[src/source/core_pkg.sv]
`default_nettype none

package core_pkg;

    localparam int DATA_W     = 32;
    localparam int REG_ADDR_W = 5;

    // Primary opcodes
    localparam logic [5:0] OP_SPECIAL = 6'h00;
    localparam logic [5:0] OP_ADDIU   = 6'h09;
    localparam logic [5:0] OP_SLTI    = 6'h0a;
    localparam logic [5:0] OP_SLTIU   = 6'h0b;
    localparam logic [5:0] OP_ANDI    = 6'h0c;
    localparam logic [5:0] OP_ORI     = 6'h0d;
    localparam logic [5:0] OP_XORI    = 6'h0e;
    localparam logic [5:0] OP_LUI     = 6'h0f;

    // SPECIAL function codes
    localparam logic [5:0] FN_SLL   = 6'h00;
    localparam logic [5:0] FN_SRL   = 6'h02;
    localparam logic [5:0] FN_SRA   = 6'h03;
    localparam logic [5:0] FN_MFHI  = 6'h10;
    localparam logic [5:0] FN_MTHI  = 6'h11;
    localparam logic [5:0] FN_MFLO  = 6'h12;
    localparam logic [5:0] FN_MTLO  = 6'h13;
    localparam logic [5:0] FN_MULT  = 6'h18;
    localparam logic [5:0] FN_MULTU = 6'h19;
    localparam logic [5:0] FN_ADDU  = 6'h21;
    localparam logic [5:0] FN_SUBU  = 6'h23;
    localparam logic [5:0] FN_AND   = 6'h24;
    localparam logic [5:0] FN_OR    = 6'h25;
    localparam logic [5:0] FN_XOR   = 6'h26;
    localparam logic [5:0] FN_NOR   = 6'h27;
    localparam logic [5:0] FN_SLT   = 6'h2a;
    localparam logic [5:0] FN_SLTU  = 6'h2b;

    typedef struct packed {
        logic [5:0]            opcode;
        logic [REG_ADDR_W-1:0] rs;
        logic [REG_ADDR_W-1:0] rt;
        logic [REG_ADDR_W-1:0] rd;
        logic [4:0]            shamt;
        logic [5:0]            funct;
    } r_fields_t;

    typedef struct packed {
        logic [5:0]            opcode;
        logic [REG_ADDR_W-1:0] rs;
        logic [REG_ADDR_W-1:0] rt;
        logic [15:0]           imm;
    } i_fields_t;

    // One instruction word, seen as either format
    typedef union packed {
        r_fields_t rtype;
        i_fields_t itype;
    } instr_u;

    typedef enum logic [3:0] {
        ALU_ADD,
        ALU_SUB,
        ALU_AND,
        ALU_OR,
        ALU_XOR,
        ALU_NOR,
        ALU_SLT,
        ALU_SLTU,
        ALU_SLL,
        ALU_SRL,
        ALU_SRA,
        ALU_LUI
    } alu_op_e;

    typedef enum logic [1:0] {
        WB_ALU,
        WB_HI,
        WB_LO
    } wb_src_e;

    typedef enum logic {
        HILO_PROD,
        HILO_RS
    } hilo_src_e;

    typedef struct packed {
        logic                  valid;
        alu_op_e               alu_op;
        logic [DATA_W-1:0]     opr1;
        logic [DATA_W-1:0]     opr2;
        logic [4:0]            shamt;
        logic                  mult_signed;
        logic                  gpr_we;
        logic [REG_ADDR_W-1:0] waddr;
        wb_src_e               wb_src;
        logic                  hi_we;
        logic                  lo_we;
        hilo_src_e             hilo_src;
    } exec_ctl_t;

    typedef struct packed {
        logic                  valid;
        logic [DATA_W-1:0]     alu_result;
        logic [DATA_W-1:0]     prod_hi;
        logic [DATA_W-1:0]     prod_lo;
        logic [DATA_W-1:0]     rs_value;
        logic                  gpr_we;
        logic [REG_ADDR_W-1:0] waddr;
        wb_src_e               wb_src;
        logic                  hi_we;
        logic                  lo_we;
        hilo_src_e             hilo_src;
    } result_ctl_t;

    typedef struct packed {
        logic                  valid;
        logic [REG_ADDR_W-1:0] waddr;
        logic [DATA_W-1:0]     wdata;
    } wb_t;

endpackage

`default_nettype wire

[src/source/reg_file.sv]
`timescale 1ns/100ps
`default_nettype none

module reg_file import core_pkg::*; (
    input  wire                    i_clk,
    input  wire                    i_reset,
    input  wire [REG_ADDR_W-1:0]   i_raddr1,
    input  wire [REG_ADDR_W-1:0]   i_raddr2,
    output logic [DATA_W-1:0]      o_rdata1,
    output logic [DATA_W-1:0]      o_rdata2,
    input  wb_t                    i_wb
);

    logic [DATA_W-1:0] regs [2**REG_ADDR_W];

    always_ff @(posedge i_clk) begin
        if (i_reset) begin
            for (int i = 0; i < 2**REG_ADDR_W; i++) begin
                regs[i] <= '0;
            end
        end else if (i_wb.valid && i_wb.waddr != '0) begin
            regs[i_wb.waddr] <= i_wb.wdata;
        end
    end

    // r0 always reads as zero
    assign o_rdata1 = (i_raddr1 == '0) ? '0 : regs[i_raddr1];
    assign o_rdata2 = (i_raddr2 == '0) ? '0 : regs[i_raddr2];

endmodule

`default_nettype wire

[config.mk]
export PLATFORM = sky130hd
export DESIGN_NAME = reg_file
export DESIGN_NICKNAME = d
export VERILOG_FILES = /design/src/source/core_pkg.sv /design/src/source/reg_file.sv
export SDC_FILE = /design/constraint.sdc
export NUM_CORES = 2
export LEC_CHECK = 0
export BUFFER_PORTS_ARGS = -buffer_cell sky130_fd_sc_hd__buf_4
export CORE_MARGIN = 2
export CORE_UTILIZATION = 40
export DETAILED_ROUTE_END_ITERATION = 10
export HOLD_SLACK_MARGIN = 0.1
export RECOVER_POWER = 100
export SLEW_MARGIN = 40
export SYNTH_ARGS = -nofsm -noshare
export SYNTH_HDL_FRONTEND = slang
export SYNTH_SLANG_ARGS = --single-unit
[constraint.sdc]
create_clock -name i_clk -period 2.7 [get_ports i_clk]
set_clock_uncertainty 0.2 [all_clocks]
set_input_delay 0.135 -clock i_clk [delete_from_list [all_inputs] [get_ports i_clk]]
set_output_delay 0.135 -clock i_clk [all_outputs]
set_load 0.01 [all_outputs]
Word-level counts from Yosys, hierarchy flattened:

Memories as Yosys holds them, arrays and structs flattened.
Index checks and enable logic that the tools add are counted.

* reduce and logical (&&, ||, !) cells: 5
* multiplexer cells: 10

Operators with widths (number)
* 32-bit two-way mux: 3
* 32-bit OR reduction: 1
* 5-bit logical NOT: 2
* 1-bit two-way mux: 6
* 5-bit two-way mux: 1
* 5-bit nonzero test: 1
* 1-bit logical AND: 1

* memories kept: 1
* register bits: 0
* memory bits (writable): 1024
* output and inout port bits: 64

Memories
* regs: words 32, bits a word 32, rd ports 2, clocked after memory_dff 0, wr ports 32, line reg_file.sv:14 `logic [DATA_W-1:0] regs [2**REG_ADDR_W];`

Longest topological paths before layout:

* word-level depth: 7
* gate-level depth with buffers: 9
* mapped depth without buffers: 4

Worst setup path after synthesis:

Ideal clock, no wire load.

* kind: input -> register
* start point: input port i_wb[33] in the netlist's numbering
* end point: memory regs[12][0], enable pin
* path slack: 0.444 ns
* data arrival time: 1.681 ns
* cell stages on the path: 4
* cells stage by stage: or4b_2 -> clkbuf_1 -> nor2_1 -> or2_2

RTL lines
* start: declaration: line reg_file.sv:11 `input wb_t i_wb`
* end: declaration: line reg_file.sv:14

==> qor.csv <==
metric;value;unit
cp_num_buf_inv;5;
finalNetCount;3808;
gr-total-overflow;0;
dp_hpwl;117000;microns
crit_arrival;3.28;ns
fillers;11400;
power.switching_fraction;25.2;%
timing.final.hold_violations;0;
yosys.cell_types.count;42;
grt_setup_unrepaired;true;
synthCells;3502;
die_h;372;microns
largest_registers;regs: 1024 flops;
grt_pass1_wl;257000;microns
starting_density;40.2;%
setup_violations;1095;
start_kind;input pin;
placeableCoreArea;0.135;sq mm
timing.critical_path.required;2.93;ns
place_inst;5392;
max_flop_register;regs;
fmax;328;MHz
rows;135;
boundaryPins;114;
ys_ff_latch;1024;
globalRouteTotalUtil;26.4;%
timing.setup.critical_path_class;in -> reg;
maxSlewHeadroom;-27.1;%
asyncSetResetFlopFracSynth;0;%
number_of_synthesized_flops_with_an_enable_pin;1024;
cp-end-kind;register;
combPwrFrac;14.6;%
synth_seq_area_share;56.7;%
routed_via_count;34400;
synth.avg_cell_area;15.5;sq um
largest_cells_by_area_after_synthesis;edfxtp_1 57%, mux4_2 20%, and2_1 11%;
cts.sinks;1024;
yosysWarningCount;0;
place_worst_setup_slack;-0.330;ns
final_layout_size_suffix_gt1_share;35.4;%
status;finished with violations;
cellInternalPower;0.0297;W
crit_path_max_fo;59;
grt_antenna_before_repair;13;
cts_tree;yes;
grt_start_max_net_pins;60;
clk_root_buffer_cell;clkbuf_16;
worst_hold_startpoint;i_wb[34];
die_area;0.139;sq mm
final_max_slew_viol_count;60;
via_per_inst;6.10;
total_leakage_power;22.4;nW
cts-root-to-sink-buffers;3;
worst_path_most_repeated_cell;buf_4;
power.density;608;mW/mm^2
worst_path_max_delay_cell;clkbuf_2;
share_seq_of_total_power;47.5;%
portBuffers;113;
htreeDepth;3;
cts_made_buffers;110;
finish.cell_count_without_fillers;5636;
synthDominantCellAreaShare;56.7;%
timing.critical_path.cells;dlygate4sd3_1, buf_4, buf_4, clkbuf_2, or2_2, buf_12;
critical-path-top-delay-family;buffers and inverters;
gpl.final_weighted_congestion;0.885;
failed_checks;capacitance limit, slew limit, setup timing;
routed_wire_length_per_instance;32.4;microns
worst_hold_path.num_cells;5;
first_iter_violations;4235;
area_growth_syn_to_layout;20.3;%
synthesis.area;0.0543;sq mm
min_to;regs[4][5];
ys.flop_type;edfxtp_1;
period_minus_slack;3.05;ns
drc_errors;0;
path_clk_slew;0.06;ns
synthDominantAreaCellType;edfxtp_1;
setup_slack;-0.352;ns
switchingPower;0.0100;W
largest_register_ff_count;1024;
worstMarginPinSlew;1.91;ns
post-route-period-util;113;%
classification_of_the_worst_slack_hold_path;in -> reg;
route.antenna.remaining_nets;0;
first_global_vias;34700;
worst_stage_delay_on_the_critical_path;1.37;ns
drtPass1Iterations;5;
wirelength;183000;microns
floorplan.die.width;372;microns
power.clock.fraction;38.0;%
drv_cap;1;
power.ir.vdd_worst;0.481;mV
## worst max path at each step
| stage | startpoint | to | slack (ns) | cells after the start |
|---|---|---|---|---|
| 2_1_floorplan | i_wb[33] | regs[12][0] | 0.44 | 4 |
| 3_3_place_gp | i_raddr2[0] | o_rdata2[21] | -0.38 | 8 |
| 3_5_place_dp | i_raddr2[0] | o_rdata2[0] | -0.33 | 9 |
| 4_1_cts | regs[31][14] | o_rdata1[14] | -0.39 | 6 |
| 5_1_grt | regs[31][14] | o_rdata1[14] | -0.41 | 6 |
| 6_report | i_reset | regs[27][2] | -0.35 | 6 |
## cells by family (layout without fill, tap and decap cells)
| kind of cell | after synthesis | after routing | share of synthesized area, % |
|---|---|---|---|
| buffers and inverters | 389 | 706 | 3.35 |
| other | 1 | 37 | 0.00691 |
| flip-flops | 1024 | 1024 | 56.7 |
| AO/OA/AOI/OAI | 259 | 259 | 3.65 |
| multiplexers | 652 | 652 | 23.0 |
| AND/OR/NAND/NOR | 1177 | 1177 | 13.3 |
## cell usage in the layout, fill, tap and decap left out, types with 31 or more instances in the layout
cell type         n
a2111oi_4        48
and2_0          260
and2_1          733
buf_12           70
buf_4           300
buf_6            39
clkbuf_1         38
clkbuf_16       114
conb_1           32
dlygate4sd3_1    33
edfxtp_1       1024
mux2i_1         147
mux4_2          472
o22ai_1          79
or2_2            31
## routing by layer
layer	share of wire (%)	vias to the layer above	track usage [%]
met5	0.035	-	0
met2	46	1895	40.6
met4	3.6	10	9.10
met1	41	18100	37.2
met3	9.4	336	5.47
li1	-	14100	-
## cell usage after synthesis (3+ instances only)
master	instances
a2111oi_1	41
mux4_2	472
a32o_1	4
or2_2	33
buf_4	38
o21ai_0	4
o22ai_1	103
nor2_1	36
edfxtp_1	1024
and3_1	3
a211oi_1	7
nand3_1	5
nand2_1	7
buf_6	21
a2111oi_0	14
a22oi_1	16
and2_1	995
clkbuf_1	271
nand3b_1	5
mux2_2	30
nand2b_1	5
buf_1	11
nor3_1	54
a221oi_1	4
nor2b_1	14
or3b_2	4
nor4_1	6
buf_2	46
a22o_1	51
a21oi_1	12
mux2i_1	150
## through the flow
step	hold slack, ns	cell area [sq um]	power (W)	utilization, %	setup TNS (ns)
finish	0.147	65300	0.0397	48.4	-181.75
global placement	0.453	59500	0.0242	44.1	-3.09
CTS	0.127	65200	0.0397	48.3	-13.68
floorplan	0.133	54400	0.0218	-	0
global route	0.168	65300	0.0407	48.4	-228.18
detailed placement	0.454	59500	0.0242	44.1	-2.81
## final cells by class
class                           count  area (sq um)  area share [%]
Sequential cell                  1024         30700            47.1
Antenna cell                        5          12.5          0.0192
Tap cell                         1781          2230            3.41
Timing Repair Buffer              500          4760            7.29
Clock inverter                     64           566           0.867
Inverter                            2          7.51          0.0115
Clock buffer                      140          2950            4.52
Multi-Input combinational cell   2120         24000            36.8
## power groups by stage
stage	Clock (W)	Sequential, W	Combinational, W
3_3_place_gp	0	0.0191	0.00508
3_5_place_dp	0	0.0191	0.00510
2_1_floorplan	0	0.0189	0.00288
6_report	0.0151	0.0188	0.00577
4_1_cts	0.0152	0.0188	0.00571
5_1_grt	0.0158	0.0189	0.00598
## repair_timing
item,CTS,global route
gates resized for setup,321,32
endpoints found under the setup margin,64,61
pin swaps,129,18
hold buffers,33,0
endpoints found under the hold margin,1076,0
buffers inserted,15,5
(Power assumes the default switching activity.)
