`config.mk`:
```
export PLATFORM = sky130hd
export DESIGN_NAME = execute_stage
export DESIGN_NICKNAME = d
export VERILOG_FILES = /design/src/source/core_pkg.sv /design/src/source/execute_stage.sv
export SDC_FILE = /design/constraint.sdc
export NUM_CORES = 2
export LEC_CHECK = 0
export BUFFER_PORTS_ARGS = -buffer_cell sky130_fd_sc_hd__buf_2
export CORE_UTILIZATION = 40
export CTS_CLUSTER_DIAMETER = 50
export DETAILED_ROUTE_END_ITERATION = 6
export GPL_TIMING_DRIVEN = 1
export PLACE_DENSITY = 0.56
export RECOVER_POWER = 100
export REMOVE_ABC_BUFFERS = 1
export SKIP_CTS_REPAIR_TIMING = 1
export SYNTH_ARGS = -nofsm -noshare
export SYNTH_HDL_FRONTEND = slang
export SYNTH_SLANG_ARGS = --single-unit
```
`constraint.sdc`:
```
create_clock -name i_clk -period 26.3 [get_ports i_clk]
set_input_delay 1.315 -clock i_clk [delete_from_list [all_inputs] [get_ports i_clk]]
set_output_delay 1.315 -clock i_clk [all_outputs]
set_load 0.01 [all_outputs]
```
`src/source/core_pkg.sv`:
```
`default_nettype none

package core_pkg;

    localparam int DATA_W     = 32;
    localparam int REG_ADDR_W = 5;

    // Primary opcodes
    localparam logic [5:0] OP_SPECIAL = 6'h00;
    localparam logic [5:0] OP_ADDIU   = 6'h09;
    localparam logic [5:0] OP_SLTI    = 6'h0a;
    localparam logic [5:0] OP_SLTIU   = 6'h0b;
    localparam logic [5:0] OP_ANDI    = 6'h0c;
    localparam logic [5:0] OP_ORI     = 6'h0d;
    localparam logic [5:0] OP_XORI    = 6'h0e;
    localparam logic [5:0] OP_LUI     = 6'h0f;

    // SPECIAL function codes
    localparam logic [5:0] FN_SLL   = 6'h00;
    localparam logic [5:0] FN_SRL   = 6'h02;
    localparam logic [5:0] FN_SRA   = 6'h03;
    localparam logic [5:0] FN_MFHI  = 6'h10;
    localparam logic [5:0] FN_MTHI  = 6'h11;
    localparam logic [5:0] FN_MFLO  = 6'h12;
    localparam logic [5:0] FN_MTLO  = 6'h13;
    localparam logic [5:0] FN_MULT  = 6'h18;
    localparam logic [5:0] FN_MULTU = 6'h19;
    localparam logic [5:0] FN_ADDU  = 6'h21;
    localparam logic [5:0] FN_SUBU  = 6'h23;
    localparam logic [5:0] FN_AND   = 6'h24;
    localparam logic [5:0] FN_OR    = 6'h25;
    localparam logic [5:0] FN_XOR   = 6'h26;
    localparam logic [5:0] FN_NOR   = 6'h27;
    localparam logic [5:0] FN_SLT   = 6'h2a;
    localparam logic [5:0] FN_SLTU  = 6'h2b;

    typedef struct packed {
        logic [5:0]            opcode;
        logic [REG_ADDR_W-1:0] rs;
        logic [REG_ADDR_W-1:0] rt;
        logic [REG_ADDR_W-1:0] rd;
        logic [4:0]            shamt;
        logic [5:0]            funct;
    } r_fields_t;

    typedef struct packed {
        logic [5:0]            opcode;
        logic [REG_ADDR_W-1:0] rs;
        logic [REG_ADDR_W-1:0] rt;
        logic [15:0]           imm;
    } i_fields_t;

    // One instruction word, seen as either format
    typedef union packed {
        r_fields_t rtype;
        i_fields_t itype;
    } instr_u;

    typedef enum logic [3:0] {
        ALU_ADD,
        ALU_SUB,
        ALU_AND,
        ALU_OR,
        ALU_XOR,
        ALU_NOR,
        ALU_SLT,
        ALU_SLTU,
        ALU_SLL,
        ALU_SRL,
        ALU_SRA,
        ALU_LUI
    } alu_op_e;

    typedef enum logic [1:0] {
        WB_ALU,
        WB_HI,
        WB_LO
    } wb_src_e;

    typedef enum logic {
        HILO_PROD,
        HILO_RS
    } hilo_src_e;

    typedef struct packed {
        logic                  valid;
        alu_op_e               alu_op;
        logic [DATA_W-1:0]     opr1;
        logic [DATA_W-1:0]     opr2;
        logic [4:0]            shamt;
        logic                  mult_signed;
        logic                  gpr_we;
        logic [REG_ADDR_W-1:0] waddr;
        wb_src_e               wb_src;
        logic                  hi_we;
        logic                  lo_we;
        hilo_src_e             hilo_src;
    } exec_ctl_t;

    typedef struct packed {
        logic                  valid;
        logic [DATA_W-1:0]     alu_result;
        logic [DATA_W-1:0]     prod_hi;
        logic [DATA_W-1:0]     prod_lo;
        logic [DATA_W-1:0]     rs_value;
        logic                  gpr_we;
        logic [REG_ADDR_W-1:0] waddr;
        wb_src_e               wb_src;
        logic                  hi_we;
        logic                  lo_we;
        hilo_src_e             hilo_src;
    } result_ctl_t;

    typedef struct packed {
        logic                  valid;
        logic [REG_ADDR_W-1:0] waddr;
        logic [DATA_W-1:0]     wdata;
    } wb_t;

endpackage

`default_nettype wire

```
`src/source/execute_stage.sv`:
```
`timescale 1ns/100ps
`default_nettype none

module execute_stage import core_pkg::*; (
    input  wire         i_clk,
    input  wire         i_reset,
    input  exec_ctl_t   i_exec,
    output result_ctl_t o_result
);

    logic [DATA_W-1:0]          alu_result;
    logic signed [2*DATA_W-1:0] mul_a;
    logic signed [2*DATA_W-1:0] mul_b;
    logic [2*DATA_W-1:0]        product;

    always_comb begin
        case (i_exec.alu_op)
            ALU_ADD:  alu_result = i_exec.opr1 + i_exec.opr2;
            ALU_SUB:  alu_result = i_exec.opr1 - i_exec.opr2;
            ALU_AND:  alu_result = i_exec.opr1 & i_exec.opr2;
            ALU_OR:   alu_result = i_exec.opr1 | i_exec.opr2;
            ALU_XOR:  alu_result = i_exec.opr1 ^ i_exec.opr2;
            ALU_NOR:  alu_result = ~(i_exec.opr1 | i_exec.opr2);
            ALU_SLT: begin
                alu_result = {{(DATA_W-1){1'b0}},
                              $signed(i_exec.opr1) < $signed(i_exec.opr2)};
            end
            ALU_SLTU: begin
                alu_result = {{(DATA_W-1){1'b0}}, i_exec.opr1 < i_exec.opr2};
            end
            ALU_SLL:  alu_result = i_exec.opr2 << i_exec.shamt;
            ALU_SRL:  alu_result = i_exec.opr2 >> i_exec.shamt;
            ALU_SRA:  alu_result = $signed(i_exec.opr2) >>> i_exec.shamt;
            ALU_LUI:  alu_result = i_exec.opr2;
            default:  alu_result = '0;
        endcase
    end

    // Extend to 64 bits so one signed multiply covers mult and multu
    always_comb begin
        if (i_exec.mult_signed) begin
            mul_a = {{DATA_W{i_exec.opr1[DATA_W-1]}}, i_exec.opr1};
            mul_b = {{DATA_W{i_exec.opr2[DATA_W-1]}}, i_exec.opr2};
        end else begin
            mul_a = {{DATA_W{1'b0}}, i_exec.opr1};
            mul_b = {{DATA_W{1'b0}}, i_exec.opr2};
        end
        product = mul_a * mul_b;
    end

    always_ff @(posedge i_clk) begin
        if (i_reset) begin
            o_result.valid <= 1'b0;
        end else begin
            o_result.valid      <= i_exec.valid;
            o_result.alu_result <= alu_result;
            o_result.prod_hi    <= product[2*DATA_W-1:DATA_W];
            o_result.prod_lo    <= product[DATA_W-1:0];
            o_result.rs_value   <= i_exec.opr1;
            o_result.gpr_we     <= i_exec.gpr_we;
            o_result.waddr      <= i_exec.waddr;
            o_result.wb_src     <= i_exec.wb_src;
            o_result.hi_we      <= i_exec.hi_we;
            o_result.lo_we      <= i_exec.lo_we;
            o_result.hilo_src   <= i_exec.hilo_src;
        end
    end

endmodule

`default_nettype wire

```
# After elaboration in Yosys (flattened, before gate mapping)
# Cells that the tools add are included.
# Widths: inputs -> output; s select.
op_classes:
  add_sub_neg: 2
  mux: 3
  eq_ne: 11
  magnitude_cmp: 2
  n_mul: 1
  reduce_logical: 1
  n_bitwise: 4
  shifts: 3
op_table:
  columns: ["op", "n"]
  rows:
  - ["$pmux 32 s12", 1]
  - ["$mux 64", 2]
  - ["$lt 32x32->1", 2]
  - ["$mul 64x64->64", 1]
  - ["$add 32x32->32", 1]
  - ["$and 32x32->32", 1]
  - ["$not 32->32", 1]
  - ["$or 32x32->32", 1]
  - ["$shl 32x5->32", 1]
  - ["$shr 32x5->32", 1]
  - ["$sshr 32x5->32", 1]
  - ["$sub 32x32->32", 1]
  - ["$xor 32x32->32", 1]
  - ["$eq 4x3->1 const B", 4]
  - ["$eq 4x4->1 const B", 4]
  - ["$eq 4x2->1 const B", 2]
  - ["$eq 4x1->1 const B", 1]
  - ["$logic_not 4->1", 1]
totals:
  out_inout_bits: 140
  ff_bits: 140

# Longest topological paths before layout
logic_depth:
  depth_word: 3
  mapped_depth: 36
  ltp_nobuf: 32

# Worst setup path after synthesis
# OpenSTA, ideal clock, no wires.
synth_timing:
  kind: "input port to flip-flop"
  start: "in i_exec[11] (netlist name)"
  end: "reg o_result[102] (netlist name), data pin"
  setup_ps: 195
  n_path_buf: 4
  path_slack_ps: 16062
  stages: 32
  arrival_ps: 10043
  path_cell_list: "clkbuf_1 and2_1 clkbuf_1 clkbuf_1 nand2_1 inv_1 fa_1 inv_1 fa_1 inv_1 fa_1 inv_1 fa_1 inv_1 fa_1 fa_1 fa_1 fa_1 fa_1 inv_1 fa_1 inv_1 ha_1 clkbuf_1 and3_1 nand2_1 nor4_1 a21bo_2 nand4_1 nand2_1 o21a_1 o311ai_0"
synth_between:
  elab_chain_cells: 2
  word_cells_on_any_way: 3
synth_lines:
  columns: ["item", "line", "text"]
  rows:
  - ["start, declared", "execute_stage.sv:7", "input exec_ctl_t i_exec,"]
  - ["$mux 64", "execute_stage.sv:41", "if (i_exec.mult_signed) begin"]
  - ["$mul 64x64->64 (*)", "execute_stage.sv:48", "product = mul_a * mul_b;"]
  - ["net product[59]", "execute_stage.sv:14", "logic [2*DATA_W-1:0] product;"]
  - ["end, declared", "execute_stage.sv:8", "output result_ctl_t o_result"]
# Mark *: on every way through the listed nets, which the timed path passes. The rest lies on a longest branch.
# A chain may end at the register's enable or synchronous reset.

# Worst setup path after layout
layout_timing:
  start: "in i_exec[51] (netlist name)"
  end: "reg o_result[105] (netlist name), data pin"
layout_between:
  elab_chain_cells: 2
layout_lines:
  columns: ["item", "line"]
  rows:
  - ["$mux 64", "execute_stage.sv:41"]
  - ["$mul 64x64->64", "execute_stage.sv:48"]
  - ["net product[62]", "execute_stage.sv:14"]
# The timed path passes the listed nets, and every way through them passes these cells.

==> impl_metrics.ini <==
[status]
status = finished, violations left
violations = max-capacitance violations, max-slew violations

[clock_tree]
cts_max_path_buffers = 2
clkTransAtPathRegs_ps = 80
root_buffer = clkbuf_16
tritoncts = done
htreeDepth = 4
cts_made_buffers = 17
clock_sink_count = 140

[routing]
drtAntennaViolNets = 0
drc = 0
vias = 47400
first_pass_iters = 7
wl_per_cell_um = 26.3
detail_route.wirelength_um = 223000
drt-initial-drc-count = 4382
via_per_inst = 5.60

[synthesis]
synth-async-reset-ratio_pct = 0
synth_top_area_share_pct = 47.4
synthesis.area_um2 = 59800
ys.flop_type = edfxtp_1
synth_edf_count = 139
yosysMostFrequentCell = inv_1
synth-seq-cells = 140
synth_warnings = 0
synth.avg_cell_area_um2 = 9.20
yosys-top-cells-area = fa_1 (47%), inv_1 (9.9%), ha_1 (9.5%), edfxtp_1 (7.0%), nor2_1 (5.0%)
yosys-top-cells-count = inv_1 (1584), fa_1 (1418), nor2_1 (799)
syn_inst = 6502
synth_largest_area_cell = fa_1
synth.distinct_cells = 96
synth-seq-area-share_pct = 7.01

[final_layout]
top_regs = o_result (140)
fin_nets = 8474
top_register = o_result
nFillCells = 14700
largest_reg_flops = 140
fin_cells = 8460
design_area_um2 = 63100
multi_input_area_um2 = 48200
areaGrowthSynthToFinish_pct = 5.48
ff_latch_area_um2 = 4190
drive_gt1_share_pct = 4.44

[placement]
dp.cells = 8427
dp_hpwl_um = 175000
port_buffers = 227
dpl_cell_area_um2 = 62900
gp_congestion = 0.958

[setup_path]
worst_ep_arrival_time_ps = 13250
cp.required_ps = 26620
start_kind = input pin
cp_max_fo = 26
path_class = input pin to flop
cp-end-kind = flop

[global_routing]
gr-total-overflow = 0
first_global_vias = 50600
grt_util_all_layers_pct = 30.4
grt_pass1_wl_um = 336000
grt_start_max_net_pins = 83
grt_antenna_before_repair = 6

[sta]
finalMaxSlewViolations = 675
finalSetupViolCount = 0
rsz0062_at_grt = no
setup_tns_ps = 0
fin_crit_sh_pct = 49.2
slew_headroom_pct = -194
max_clock_freq_mhz = 77.3
worst_pin_slew_ps = 4410
period_needed_ps = 12940
hold_viol = 0

[min_path]
hp-class = input pin to flop

[die]
rows = 141
core_region_area_um2 = 148000
ios = 228
die_w_um = 389
dieHeight_um = 389
die-area_um2 = 151000
start_util_pct = 40.4

[flow_run]
drv_cap = 29
-- metrics by stage --
stage	hold WS, ps	setup slack, ps	utilization (%)
finish	937	13360	42.6
global route	932	13030	42.6
CTS	913	14980	42.9
detailed placement	1490	14510	42.5
global placement	1490	14510	42.5
floorplan	1390	16410	-
-- worst paths after layout --
check	start	end	slack (ps)	depth (start not counted)
max	i_exec[51]	o_result[105]	13360	27
min	i_exec[3]	o_result[3]	940	1
-- cells by family after synthesis --
group,after synthesis,synth area share [%]
muxes,125,3.11
adders and majority gates,1870,56.9
AOI/OAI and AO/OA,711,7.98
buffers and inverters,1962,12.5
DFF,140,7.01
xor gates and xnor gates,116,1.72
and+or+nand+nor,1578,10.8
-- worst max-delay path: stages --
cell and delay (ps):
buf_2 80, clkbuf_1 1480, clkinv_1 1370, clkbuf_1 540
nor2_1 240, fa_1 230, fa_1 450, fa_1 460
fa_1 470, fa_1 540, fa_1 410, ha_1 280
ha_1 300, fa_1 480, inv_1 40, fa_1 470
inv_1 40, ha_1 330, a21oi_1 230, nand2_1 80
a221oi_1 620, a21oi_1 290, a211oi_1 1120, o21ai_0 600
a21o_1 370, a41oi_1 260, xnor2_1 90
-- per-layer routing --
layer	routed length [µm]	track usage (%)	share of wire [%]
met1	89100	40.9	40
met2	101000	47.0	45
met4	10900	12.7	4.9
met3	21900	7.04	9.8
met5	45	0	0.020
-- final cells by class --
cell class	instances	share of cell area (%)
Clock inverter	13	0.188
Tap cell	1930	3.83
Clock buffer	18	0.680
Multi-Input combinational cell	4400	76.3
Antenna cell	2	0.00793
Timing Repair Buffer	341	2.72
Sequential cell	140	6.64
Inverter	1616	9.61
-- layout by cell type, fill, tap and decap left out, types with 92 or more instances in the layout --
| cell type | n |
|---|---|
| nand2_1 | 561 |
| buf_4 | 92 |
| o21ai_0 | 131 |
| edfxtp_1 | 139 |
| a21oi_1 | 200 |
| fa_1 | 1418 |
| xnor2_1 | 93 |
| clkbuf_1 | 177 |
| inv_1 | 1582 |
| ha_1 | 452 |
| nor2_1 | 799 |
Power is not shown: default switching activity piles up to over one toggle a cycle in this logic, so the estimate is an artifact.
