==> config.mk <==
export PLATFORM = sky130hd
export DESIGN_NAME = instr_intake
export DESIGN_NICKNAME = d
export VERILOG_FILES = /design/src/source/core_pkg.sv /design/src/source/instr_intake.sv
export SDC_FILE = /design/constraint.sdc
export NUM_CORES = 1
export LEC_CHECK = 0
export BUFFER_PORTS_ARGS = -buffer_cell sky130_fd_sc_hd__clkbuf_2
export CAP_MARGIN = 20
export CORE_MARGIN = 2
export CORE_UTILIZATION = 43
export CTS_CLUSTER_DIAMETER = 40
export DETAILED_ROUTE_END_ITERATION = 12
export PLACE_DENSITY = 0.88
export SLEW_MARGIN = 20
export SYNTH_ARGS = -nofsm -noshare
export SYNTH_HDL_FRONTEND = slang
export SYNTH_SLANG_ARGS = --single-unit
==> constraint.sdc <==
create_clock -name i_clk -period 5 [get_ports i_clk]
set_clock_uncertainty 0.1 [all_clocks]
set_input_delay 0 -clock i_clk [delete_from_list [all_inputs] [get_ports i_clk]]
set_output_delay 0 -clock i_clk [all_outputs]
set_load 0.05 [all_outputs]
==> src/source/core_pkg.sv <==
`default_nettype none

package core_pkg;

    localparam int DATA_W     = 32;
    localparam int REG_ADDR_W = 5;

    // Primary opcodes
    localparam logic [5:0] OP_SPECIAL = 6'h00;
    localparam logic [5:0] OP_ADDIU   = 6'h09;
    localparam logic [5:0] OP_SLTI    = 6'h0a;
    localparam logic [5:0] OP_SLTIU   = 6'h0b;
    localparam logic [5:0] OP_ANDI    = 6'h0c;
    localparam logic [5:0] OP_ORI     = 6'h0d;
    localparam logic [5:0] OP_XORI    = 6'h0e;
    localparam logic [5:0] OP_LUI     = 6'h0f;

    // SPECIAL function codes
    localparam logic [5:0] FN_SLL   = 6'h00;
    localparam logic [5:0] FN_SRL   = 6'h02;
    localparam logic [5:0] FN_SRA   = 6'h03;
    localparam logic [5:0] FN_MFHI  = 6'h10;
    localparam logic [5:0] FN_MTHI  = 6'h11;
    localparam logic [5:0] FN_MFLO  = 6'h12;
    localparam logic [5:0] FN_MTLO  = 6'h13;
    localparam logic [5:0] FN_MULT  = 6'h18;
    localparam logic [5:0] FN_MULTU = 6'h19;
    localparam logic [5:0] FN_ADDU  = 6'h21;
    localparam logic [5:0] FN_SUBU  = 6'h23;
    localparam logic [5:0] FN_AND   = 6'h24;
    localparam logic [5:0] FN_OR    = 6'h25;
    localparam logic [5:0] FN_XOR   = 6'h26;
    localparam logic [5:0] FN_NOR   = 6'h27;
    localparam logic [5:0] FN_SLT   = 6'h2a;
    localparam logic [5:0] FN_SLTU  = 6'h2b;

    typedef struct packed {
        logic [5:0]            opcode;
        logic [REG_ADDR_W-1:0] rs;
        logic [REG_ADDR_W-1:0] rt;
        logic [REG_ADDR_W-1:0] rd;
        logic [4:0]            shamt;
        logic [5:0]            funct;
    } r_fields_t;

    typedef struct packed {
        logic [5:0]            opcode;
        logic [REG_ADDR_W-1:0] rs;
        logic [REG_ADDR_W-1:0] rt;
        logic [15:0]           imm;
    } i_fields_t;

    // One instruction word, seen as either format
    typedef union packed {
        r_fields_t rtype;
        i_fields_t itype;
    } instr_u;

    typedef enum logic [3:0] {
        ALU_ADD,
        ALU_SUB,
        ALU_AND,
        ALU_OR,
        ALU_XOR,
        ALU_NOR,
        ALU_SLT,
        ALU_SLTU,
        ALU_SLL,
        ALU_SRL,
        ALU_SRA,
        ALU_LUI
    } alu_op_e;

    typedef enum logic [1:0] {
        WB_ALU,
        WB_HI,
        WB_LO
    } wb_src_e;

    typedef enum logic {
        HILO_PROD,
        HILO_RS
    } hilo_src_e;

    typedef struct packed {
        logic                  valid;
        alu_op_e               alu_op;
        logic [DATA_W-1:0]     opr1;
        logic [DATA_W-1:0]     opr2;
        logic [4:0]            shamt;
        logic                  mult_signed;
        logic                  gpr_we;
        logic [REG_ADDR_W-1:0] waddr;
        wb_src_e               wb_src;
        logic                  hi_we;
        logic                  lo_we;
        hilo_src_e             hilo_src;
    } exec_ctl_t;

    typedef struct packed {
        logic                  valid;
        logic [DATA_W-1:0]     alu_result;
        logic [DATA_W-1:0]     prod_hi;
        logic [DATA_W-1:0]     prod_lo;
        logic [DATA_W-1:0]     rs_value;
        logic                  gpr_we;
        logic [REG_ADDR_W-1:0] waddr;
        wb_src_e               wb_src;
        logic                  hi_we;
        logic                  lo_we;
        hilo_src_e             hilo_src;
    } result_ctl_t;

    typedef struct packed {
        logic                  valid;
        logic [REG_ADDR_W-1:0] waddr;
        logic [DATA_W-1:0]     wdata;
    } wb_t;

endpackage

`default_nettype wire

==> src/source/instr_intake.sv <==
`timescale 1ns/100ps
`default_nettype none

module instr_intake import core_pkg::*; (
    input  wire    i_clk,
    input  wire    i_reset,
    input  wire    i_instr_req,
    input  instr_u i_instr_data,
    output logic   o_instr_ack,
    output logic   o_valid,
    output instr_u o_instr
);

    logic accept;

    // New word only once the previous ack has dropped
    assign accept = i_instr_req && !o_instr_ack;

    always_ff @(posedge i_clk) begin
        if (i_reset) begin
            o_instr_ack <= 1'b0;
            o_valid     <= 1'b0;
        end else begin
            o_valid <= accept;
            if (accept) begin
                o_instr_ack <= 1'b1;
            end else if (o_instr_ack && !i_instr_req) begin
                o_instr_ack <= 1'b0;
            end
        end
    end

    always_ff @(posedge i_clk) begin
        if (accept) begin
            o_instr <= i_instr_data;
        end
    end

    a_ack_follows_req: assert property (
        @(posedge i_clk) disable iff (i_reset)
        $rose(o_instr_ack) |-> $past(i_instr_req)
    );

endmodule

`default_nettype wire

* Yosys cells after proc, flatten, opt, wreduce, memory -nomap -nowiden
Cells that the tools add are included.
** Cells by class
- Multiplexer cells :: 2
- Reductions and logical operators :: 5
** Operators by type and width (number)
- $logic_and A1 B1 Y1 :: 2
- $logic_not A1 Y1 :: 2
- $mux W1 :: 2
- $reduce_bool A2 Y1 :: 1
** Word-level totals
- Register bits :: 34
- Bits of input ports :: 35
- Output and inout bits :: 34
- Word-level logic and storage cells :: 10

* Longest topological paths before layout
Gate-level depths: netlist of run 1.
- Word-level depth :: 4
- Depth in mapped cells :: 4
- Mapped depth without buffers :: 4

* Worst setup path before layout of run 1
OpenSTA, ideal clock, no wires.
- Path kind :: register to register
- From :: reg o_instr_ack
- To :: reg o_instr[0] (netlist name) (enable)
- Setup time :: 0.393 ns
- Data arrival time :: 1.440 ns
- Data required time :: 4.507 ns
- Setup slack :: 3.066 ns
- Cell stages (with the launch flop) :: 3
- Buffers on the path :: 0
- Clock period less this slack :: 1.934 ns
- Path through :: dfxtp_1 -> inv_1 -> ha_1
** On the way
- Word-level cells in the longest chain between the ends :: 2
** RTL lines
- start: declaration :: line instr_intake.sv:9 : output logic o_instr_ack,
- start signal: assignment :: line instr_intake.sv:21 : o_instr_ack <= 1'b0;
- start signal: assignment :: line instr_intake.sv:26 : o_instr_ack <= 1'b1;
- start signal: assignment :: line instr_intake.sv:28 : o_instr_ack <= 1'b0;
- $logic_not A1 Y1 :: line instr_intake.sv:17 : assign accept = i_instr_req && !o_instr_ack;
- $logic_and A1 B1 Y1 :: line instr_intake.sv:17
- via accept :: line instr_intake.sv:14 : logic accept;
- end signal: assignment :: line instr_intake.sv:35 : o_instr <= i_instr_data;
- end: declaration :: line instr_intake.sv:11 : output instr_u o_instr
The timed path passes the listed nets, and every way through them passes these cells.
A chain may end at the register's enable or synchronous reset.

* Worst setup path in the final report of run 1
- From :: reg o_instr_ack
- To :: reg o_instr[18] (netlist name) (enable)
The elaborated chain is that of the path after synthesis.

==> results of run 1 <==
## layout by cell type, fill, tap and decap left out, types with 2 or more instances in the layout
cell,instances
clkbuf_2,68
clkbuf_4,5
dfxtp_1,2
dlygate4sd3_1,33
edfxtp_1,32
## stage by stage
stage               utilization  power (W)  instances
floorplan                     -  0.0004261         39
global placement         0.6299  0.0004568        136
detailed placement       0.6299  0.0004589        136
CTS                      0.8024  0.0006170        177
global route             0.8024  0.0006433        177
finish                   0.8024  0.0006199        177
## per-layer routing
metal  share of wire  vias up  global-route usage
met5               0        -                   0
met4           0.016        0             0.09402
met3            0.12        6              0.1017
met2            0.51       55              0.3479
met1            0.35      339              0.2135
li1                -      370                   -
## worst min path at each step
stage                       end
floorplan               o_valid
global placement        o_valid
detailed placement  o_instr[17]
CTS                 o_instr_ack
global route        o_instr_ack
finish              o_instr_ack
## area by class of cell
cell class | count | area, µm² | share of cell area
clock buffers | 5 | 37.54 | 0.02075
clock inverters | 3 | 21.27 | 0.01176
flip-flops and latches | 34 | 1001 | 0.5532
repair buffers | 102 | 678.2 | 0.3748
inverters | 1 | 3.754 | 0.002075
well taps | 28 | 35.03 | 0.01936
multi-input cells | 4 | 32.53 | 0.01798
## tightest hold or removal path, delay by kind of cell
family	cells	cell delay, ns
buf+inv	1	0.10
mux	1	0.08
fa+ha+maj	1	0.16
simple gates	1	0.10
## where the power goes
group	leakage (nW)	switching (W)	internal [W]
Sequential	0.326	0.00000580	0.000335
Clock	0.0312	0.0000899	0.0000546
Combinational	0.444	0.0000932	0.0000411
Total	0.802	0.000189	0.000431
## sequential cells by signal, indices dropped and copies added (netlist names)
signal       flops
o_instr_ack      1
o_instr         32
o_valid          1
## cell families after synthesis
family,synth area share
and+or+nand+nor,0.009651
DFF,0.9650
muxes,0.009651
adders and majority gates,0.01206
buffers and inverters,0.003615
## timing repair
action | in CTS | in global routing
hold buffers | 33 | 0
resized for setup | 0 | 0
setup buffers | 0 | 0
setup endpoints to repair | 0 | 0
hold endpoints to repair | 34 | 0
==> results.md, run 1 <==
- Status: finished clean
- CP Capture Type: register
- Routed len/inst: ~14 µm
- Routability congestion estimate: around 0.69
- Power density cells: about 340 nW/µm²
- Crit-path leading delay family: adder cells
- Vias in the first global route: 820
- Min Tclk post-route: around 1.7 ns
- Avg Cell Area, Syn: 26.60 µm²
- Top-count cell post-synth: edfxtp_1
- Syn Std Cell Area: 1037 µm²
- Synth Warn #: 0
- R2r worst-path depth: 3
- Post-Synthesis Cells: 39
- WHS Path Cells: 4
- Worst skew pair latency: 0.33 ns
- Slowest stage delay, CP: about 0.5 ns
- Layout cells sized above 1: 0.5168
- Yosys reg bits: 34
- Detailed placement HPWL: 1.342 mm
- MaxCap Viol Count: 0
- Area contributors post-synth: edfxtp_1 93%, dfxtp_1 3.9%, ha_1 1.2%
- Drt total wl: ~2.6 mm
- Fmax: between 500 and 600 MHz
- Peak VDD IR: approximately 0.00027 V
- Fill count: around 140
- H-tree depth: 2
- Critical path endpoint: o_instr[18]
- Place WS: roughly 3.4 ns
- Grt total ovfl: 0
- Commonest cells post-synth: 32 x edfxtp_1, 2 x dfxtp_1
- Initial core utilization: 0.4600
- Crit path buf inv count: 2
- Yosys top cell area share: 0.9264
- Max Buffers Root-to-Sink: 2
- Clock buffer count from CTS: 5
- Nets: approximately 180
- Leakage power: ~0.8 nW
- Initial antenna violation count: 0
- Critical-path cell list: inv_1 > ha_1 > buf_4
- Largest net degree at the start of global routing: 23
- Mapped Nets: 75
- Period utilization: 0.3432
- Hold Violations, Final: 0
- Final setup viols: 0
- Post-synth EDFFs: 32
- Io pins: ~70
- Global-route wire length before repair: ~3.8 mm
- Synth unique cells: 7
- Crit Path Max Fanout: 22
- DRT Pass-1 Iters: 3
- GRT Util Overall: 0.2061
- Via count: between 700 and 800
- Inserted Diodes: 0
- Placed cell area: about 1400 µm²
- Worst Min Path Start: i_instr_req
- Ys flop type: edfxtp_1
- Setup crit start: o_instr_ack
- Crit path kind: register to register
- Sequential area share after synthesis: 0.9650
- R2r startpoint: o_instr_ack
- Buffers on Ports: roughly 70
- Worst min path class: input port to register
- Setup TNS: 0 ns
- Tightest Pin Transition: between 0.5 and 0.6 ns
- Clock-pin slew on the worst setup and hold paths: roughly 0.11 ns
- Vias/cell: about 4.4
- CP max-delay cell: ha_1
- WP depth: 3
- CP startpoint kind: register
- Unrepaired setup endpoints after global routing: false
- Worst EP arrival: between 1.5 and 2 ns
- Fin Hold WS: 0.03420 ns
- Core ar.: between 2000 and 2500 µm²
- Yosys top cell by area: edfxtp_1
- DIE HEIGHT: around 53 µm
- Setup ws final: approximately 3.3 ns
- Crit path required time: between 4 and 5 ns
- Slew HR: 0.6455
- Width of the die: between 50 and 60 µm
- Row count: 17
- Routed Antenna Nets: 0
- Flop-to-flop setup slack: ~3.3 ns
- Initial DRC count: 17
- Synthesis-to-layout area growth: 74.43%
- R2r endpoint: o_instr[18]
- Pins over their slew limit: 0
- Die area: ~2800 µm²
- Number of remaining DRC errors: 0
- Root Driver: clkbuf_4
- TritonCTS clock tree: done
- Finished Cell Area: approximately 1800 µm²
- Asr flop ratio synth: 0
- Clk sinks: 34
Note: power is estimated with default switching activity, not from simulation.
==> run 2: changes to the inputs <==
CORE_ASPECT_RATIO = 2   (was not set)
CORE_UTILIZATION = 36   (was 43)
PLACE_DENSITY = 0.79   (was 0.88)
clock period = 1.5 ns   (was 5 ns; I/O delays follow)
==> run 2 against run 1 <==
Compared with the run above: routed wire length fell by 4.5%; register-to-register slack got worse by 3.1 ns; combinational power rose to 3.3 times the previous value; non-clock buffer count fell by 1; die area rose by 19%; highest routed layer unchanged.
==> results.md, run 2 (synthesis gave the netlist of run 1 again) <==
- Flop-to-flop setup slack: roughly 0.23 ns
- Power share of the clock group: 0.281
- Buffers on Ports: between 60 and 70
- Tightest Pin Transition: ~0.43 ns
- H-tree depth: 2
- Vias in the first global route: 805
- Leakage power: 0.8078 nW
- Crit path required time: about 1.3 ns
- Width of the die: around 42 µm
- Routed len/inst: between 10 and 15 µm
- Comb pwr share: 0.203
- Setup TNS: 0 ns
- DIE HEIGHT: about 80 µm
- Fill count: between 150 and 200
- Nets: between 150 and 200
- Sw frac: 0.2857
- Routed Antenna Nets: 0
- Synthesis-to-layout area growth: 77.56%
- Global-route wire length before repair: between 3 and 4 mm
- Row count: 27
- Unrepaired setup endpoints after global routing: false
- CP Capture Type: register
- Hold Violations, Final: 0
- Slew HR: 0.7145
- Final setup viols: 0
- Worst EP arrival: around 1.1 ns
- Core ar.: 2736 µm²
- CP startpoint kind: register
- Crit Path Max Fanout: 34
- Net Sw Power: approximately 0.00063 W
- Initial DRC count: 17
- Initial core utilization: 0.3791
- Commonest non-fill, non-tap cell in the layout: clkbuf_2
- Layout cells sized above 1: 0.5135
- Period utilization: 0.8500
- Vias/cell: about 4.3
- Die area: between 3000 and 4000 µm²
- Clock-pin slew on the worst setup and hold paths: ~0.06 ns
- Io pins: 69
- Clock buffer count from CTS: 5
- GRT Util Overall: 0.1602
- Number of remaining DRC errors: 0
- Cell Int Power: 0.001577 W
- Most frequent cells in the layout: 68 x clkbuf_2, 33 x dlygate4sd3_1, 32 x edfxtp_1
- Inserted Diodes: 0
- Clk sinks: 34
- Power density cells: approximately 1200 nW/µm²
- CP max-delay cell: ha_4
- Top reg by flops: o_instr
- Critical-path cell list: inv_1 > ha_4
- Peak VDD IR: a little over 0.0009 V
- Final Core Density: 0.6731
- Root Driver: clkbuf_8
- Status: finished clean
- Grt total ovfl: 0
- Initial antenna violation count: 0
- Sequential share of power: 0.516
- CTS resizes: 0
- Worst min path class: input port to register
- Min Tclk post-route: ~1.3 ns
- Slowest stage delay, CP: between 0.4 and 0.5 ns
- Drt total wl: between 2 and 2.5 mm
- Crit path kind: register to register
- Fmax: 784.3 MHz
- Worst skew pair latency: roughly 0.27 ns
- MaxCap Viol Count: 0
- DRT Pass-1 Iters: 2
- Top Registers: o_instr: 32 flops, o_instr_ack: 1 flops, o_valid: 1 flops
- Max Buffers Root-to-Sink: 2
- TritonCTS clock tree: done
- Number of flip-flops in the largest register: 32
- Routability congestion estimate: 0.6344
- Largest net degree at the start of global routing: 35
- Pins over their slew limit: 0
- Via count: approximately 760
-- run 2: cell count changes in the layout (fill, tap and decap cells not counted), sizes merged --
cell  change
buf       -1
-- run 2: area by class of cell --
cell class / count / area [µm²] / share of cell area
timing repair buffer: 101 / 670.6 / 0.3641
clock inverter: 3 / 16.27 / 0.008832
clock buffer: 5 / 68.82 / 0.03736
tap: 29 / 36.28 / 0.01970
inverter: 1 / 3.754 / 0.002038
multi-input combinational: 4 / 45.04 / 0.02446
sequential: 34 / 1001 / 0.5435
-- run 2: critical path: cells and delay by family, from the launching register on --
family	cells	cell delay, ns
DFF	1	0.32
buffers and inverters	1	0.09
adders and majority gates	1	0.42
-- run 2: per-stage QoR --
| step | setup slack (ns) | std cells | hold WS, ns | instance area (µm²) | power (W) |
|---|---|---|---|---|---|
| 2_1_floorplan | 0.02857 | 39 | -0.02839 | 1050 | 0.001426 |
| 3_3_place_gp | 0.2668 | 136 | 0.07432 | 1426 | 0.001527 |
| 3_5_place_dp | 0.2224 | 136 | 0.07859 | 1426 | 0.001538 |
| 4_1_cts | 0.2101 | 177 | 0.04068 | 1842 | 0.002232 |
| 5_1_grt | 0.1609 | 177 | 0.07774 | 1842 | 0.002302 |
| 6_report | 0.2250 | 177 | 0.05531 | 1842 | 0.002207 |
-- run 2: what timing repair did --
action                                  in CTS  in global routing
hold endpoints to repair                    34                  0
endpoints found under the setup margin       0                  0
hold buffers                                33                  0
setup buffers                                0                  0
-- run 2: routing by layer --
layer | part of all wire | routed length, µm | track usage
met1 | 0.28 | 690 | 0.1306
met2 | 0.59 | 1453 | 0.2828
met3 | 0.073 | 179 | 0.06335
met4 | 0.051 | 126 | 0.1355
met5 | 0 | 0 | 0
-- run 2: worst paths after layout --
check	startpoint	endpoint	depth (start not counted)
max	o_instr_ack	o_instr[4]	2
min	i_instr_req	o_instr_ack	4
max reg2reg	o_instr_ack	o_instr[4]	2
min reg2reg	o_instr_ack	o_instr_ack	2
-- run 2: power groups by stage --
stage | combinational (W) | clock [W] | sequential, W
6_report | 0.000448 | 0.000620 | 0.00114
3_5_place_dp | 0.000381 | 0 | 0.00116
2_1_floorplan | 0.0000397 | 0 | 0.00139
3_3_place_gp | 0.000373 | 0 | 0.00115
5_1_grt | 0.000469 | 0.000689 | 0.00114
4_1_cts | 0.000449 | 0.000646 | 0.00114
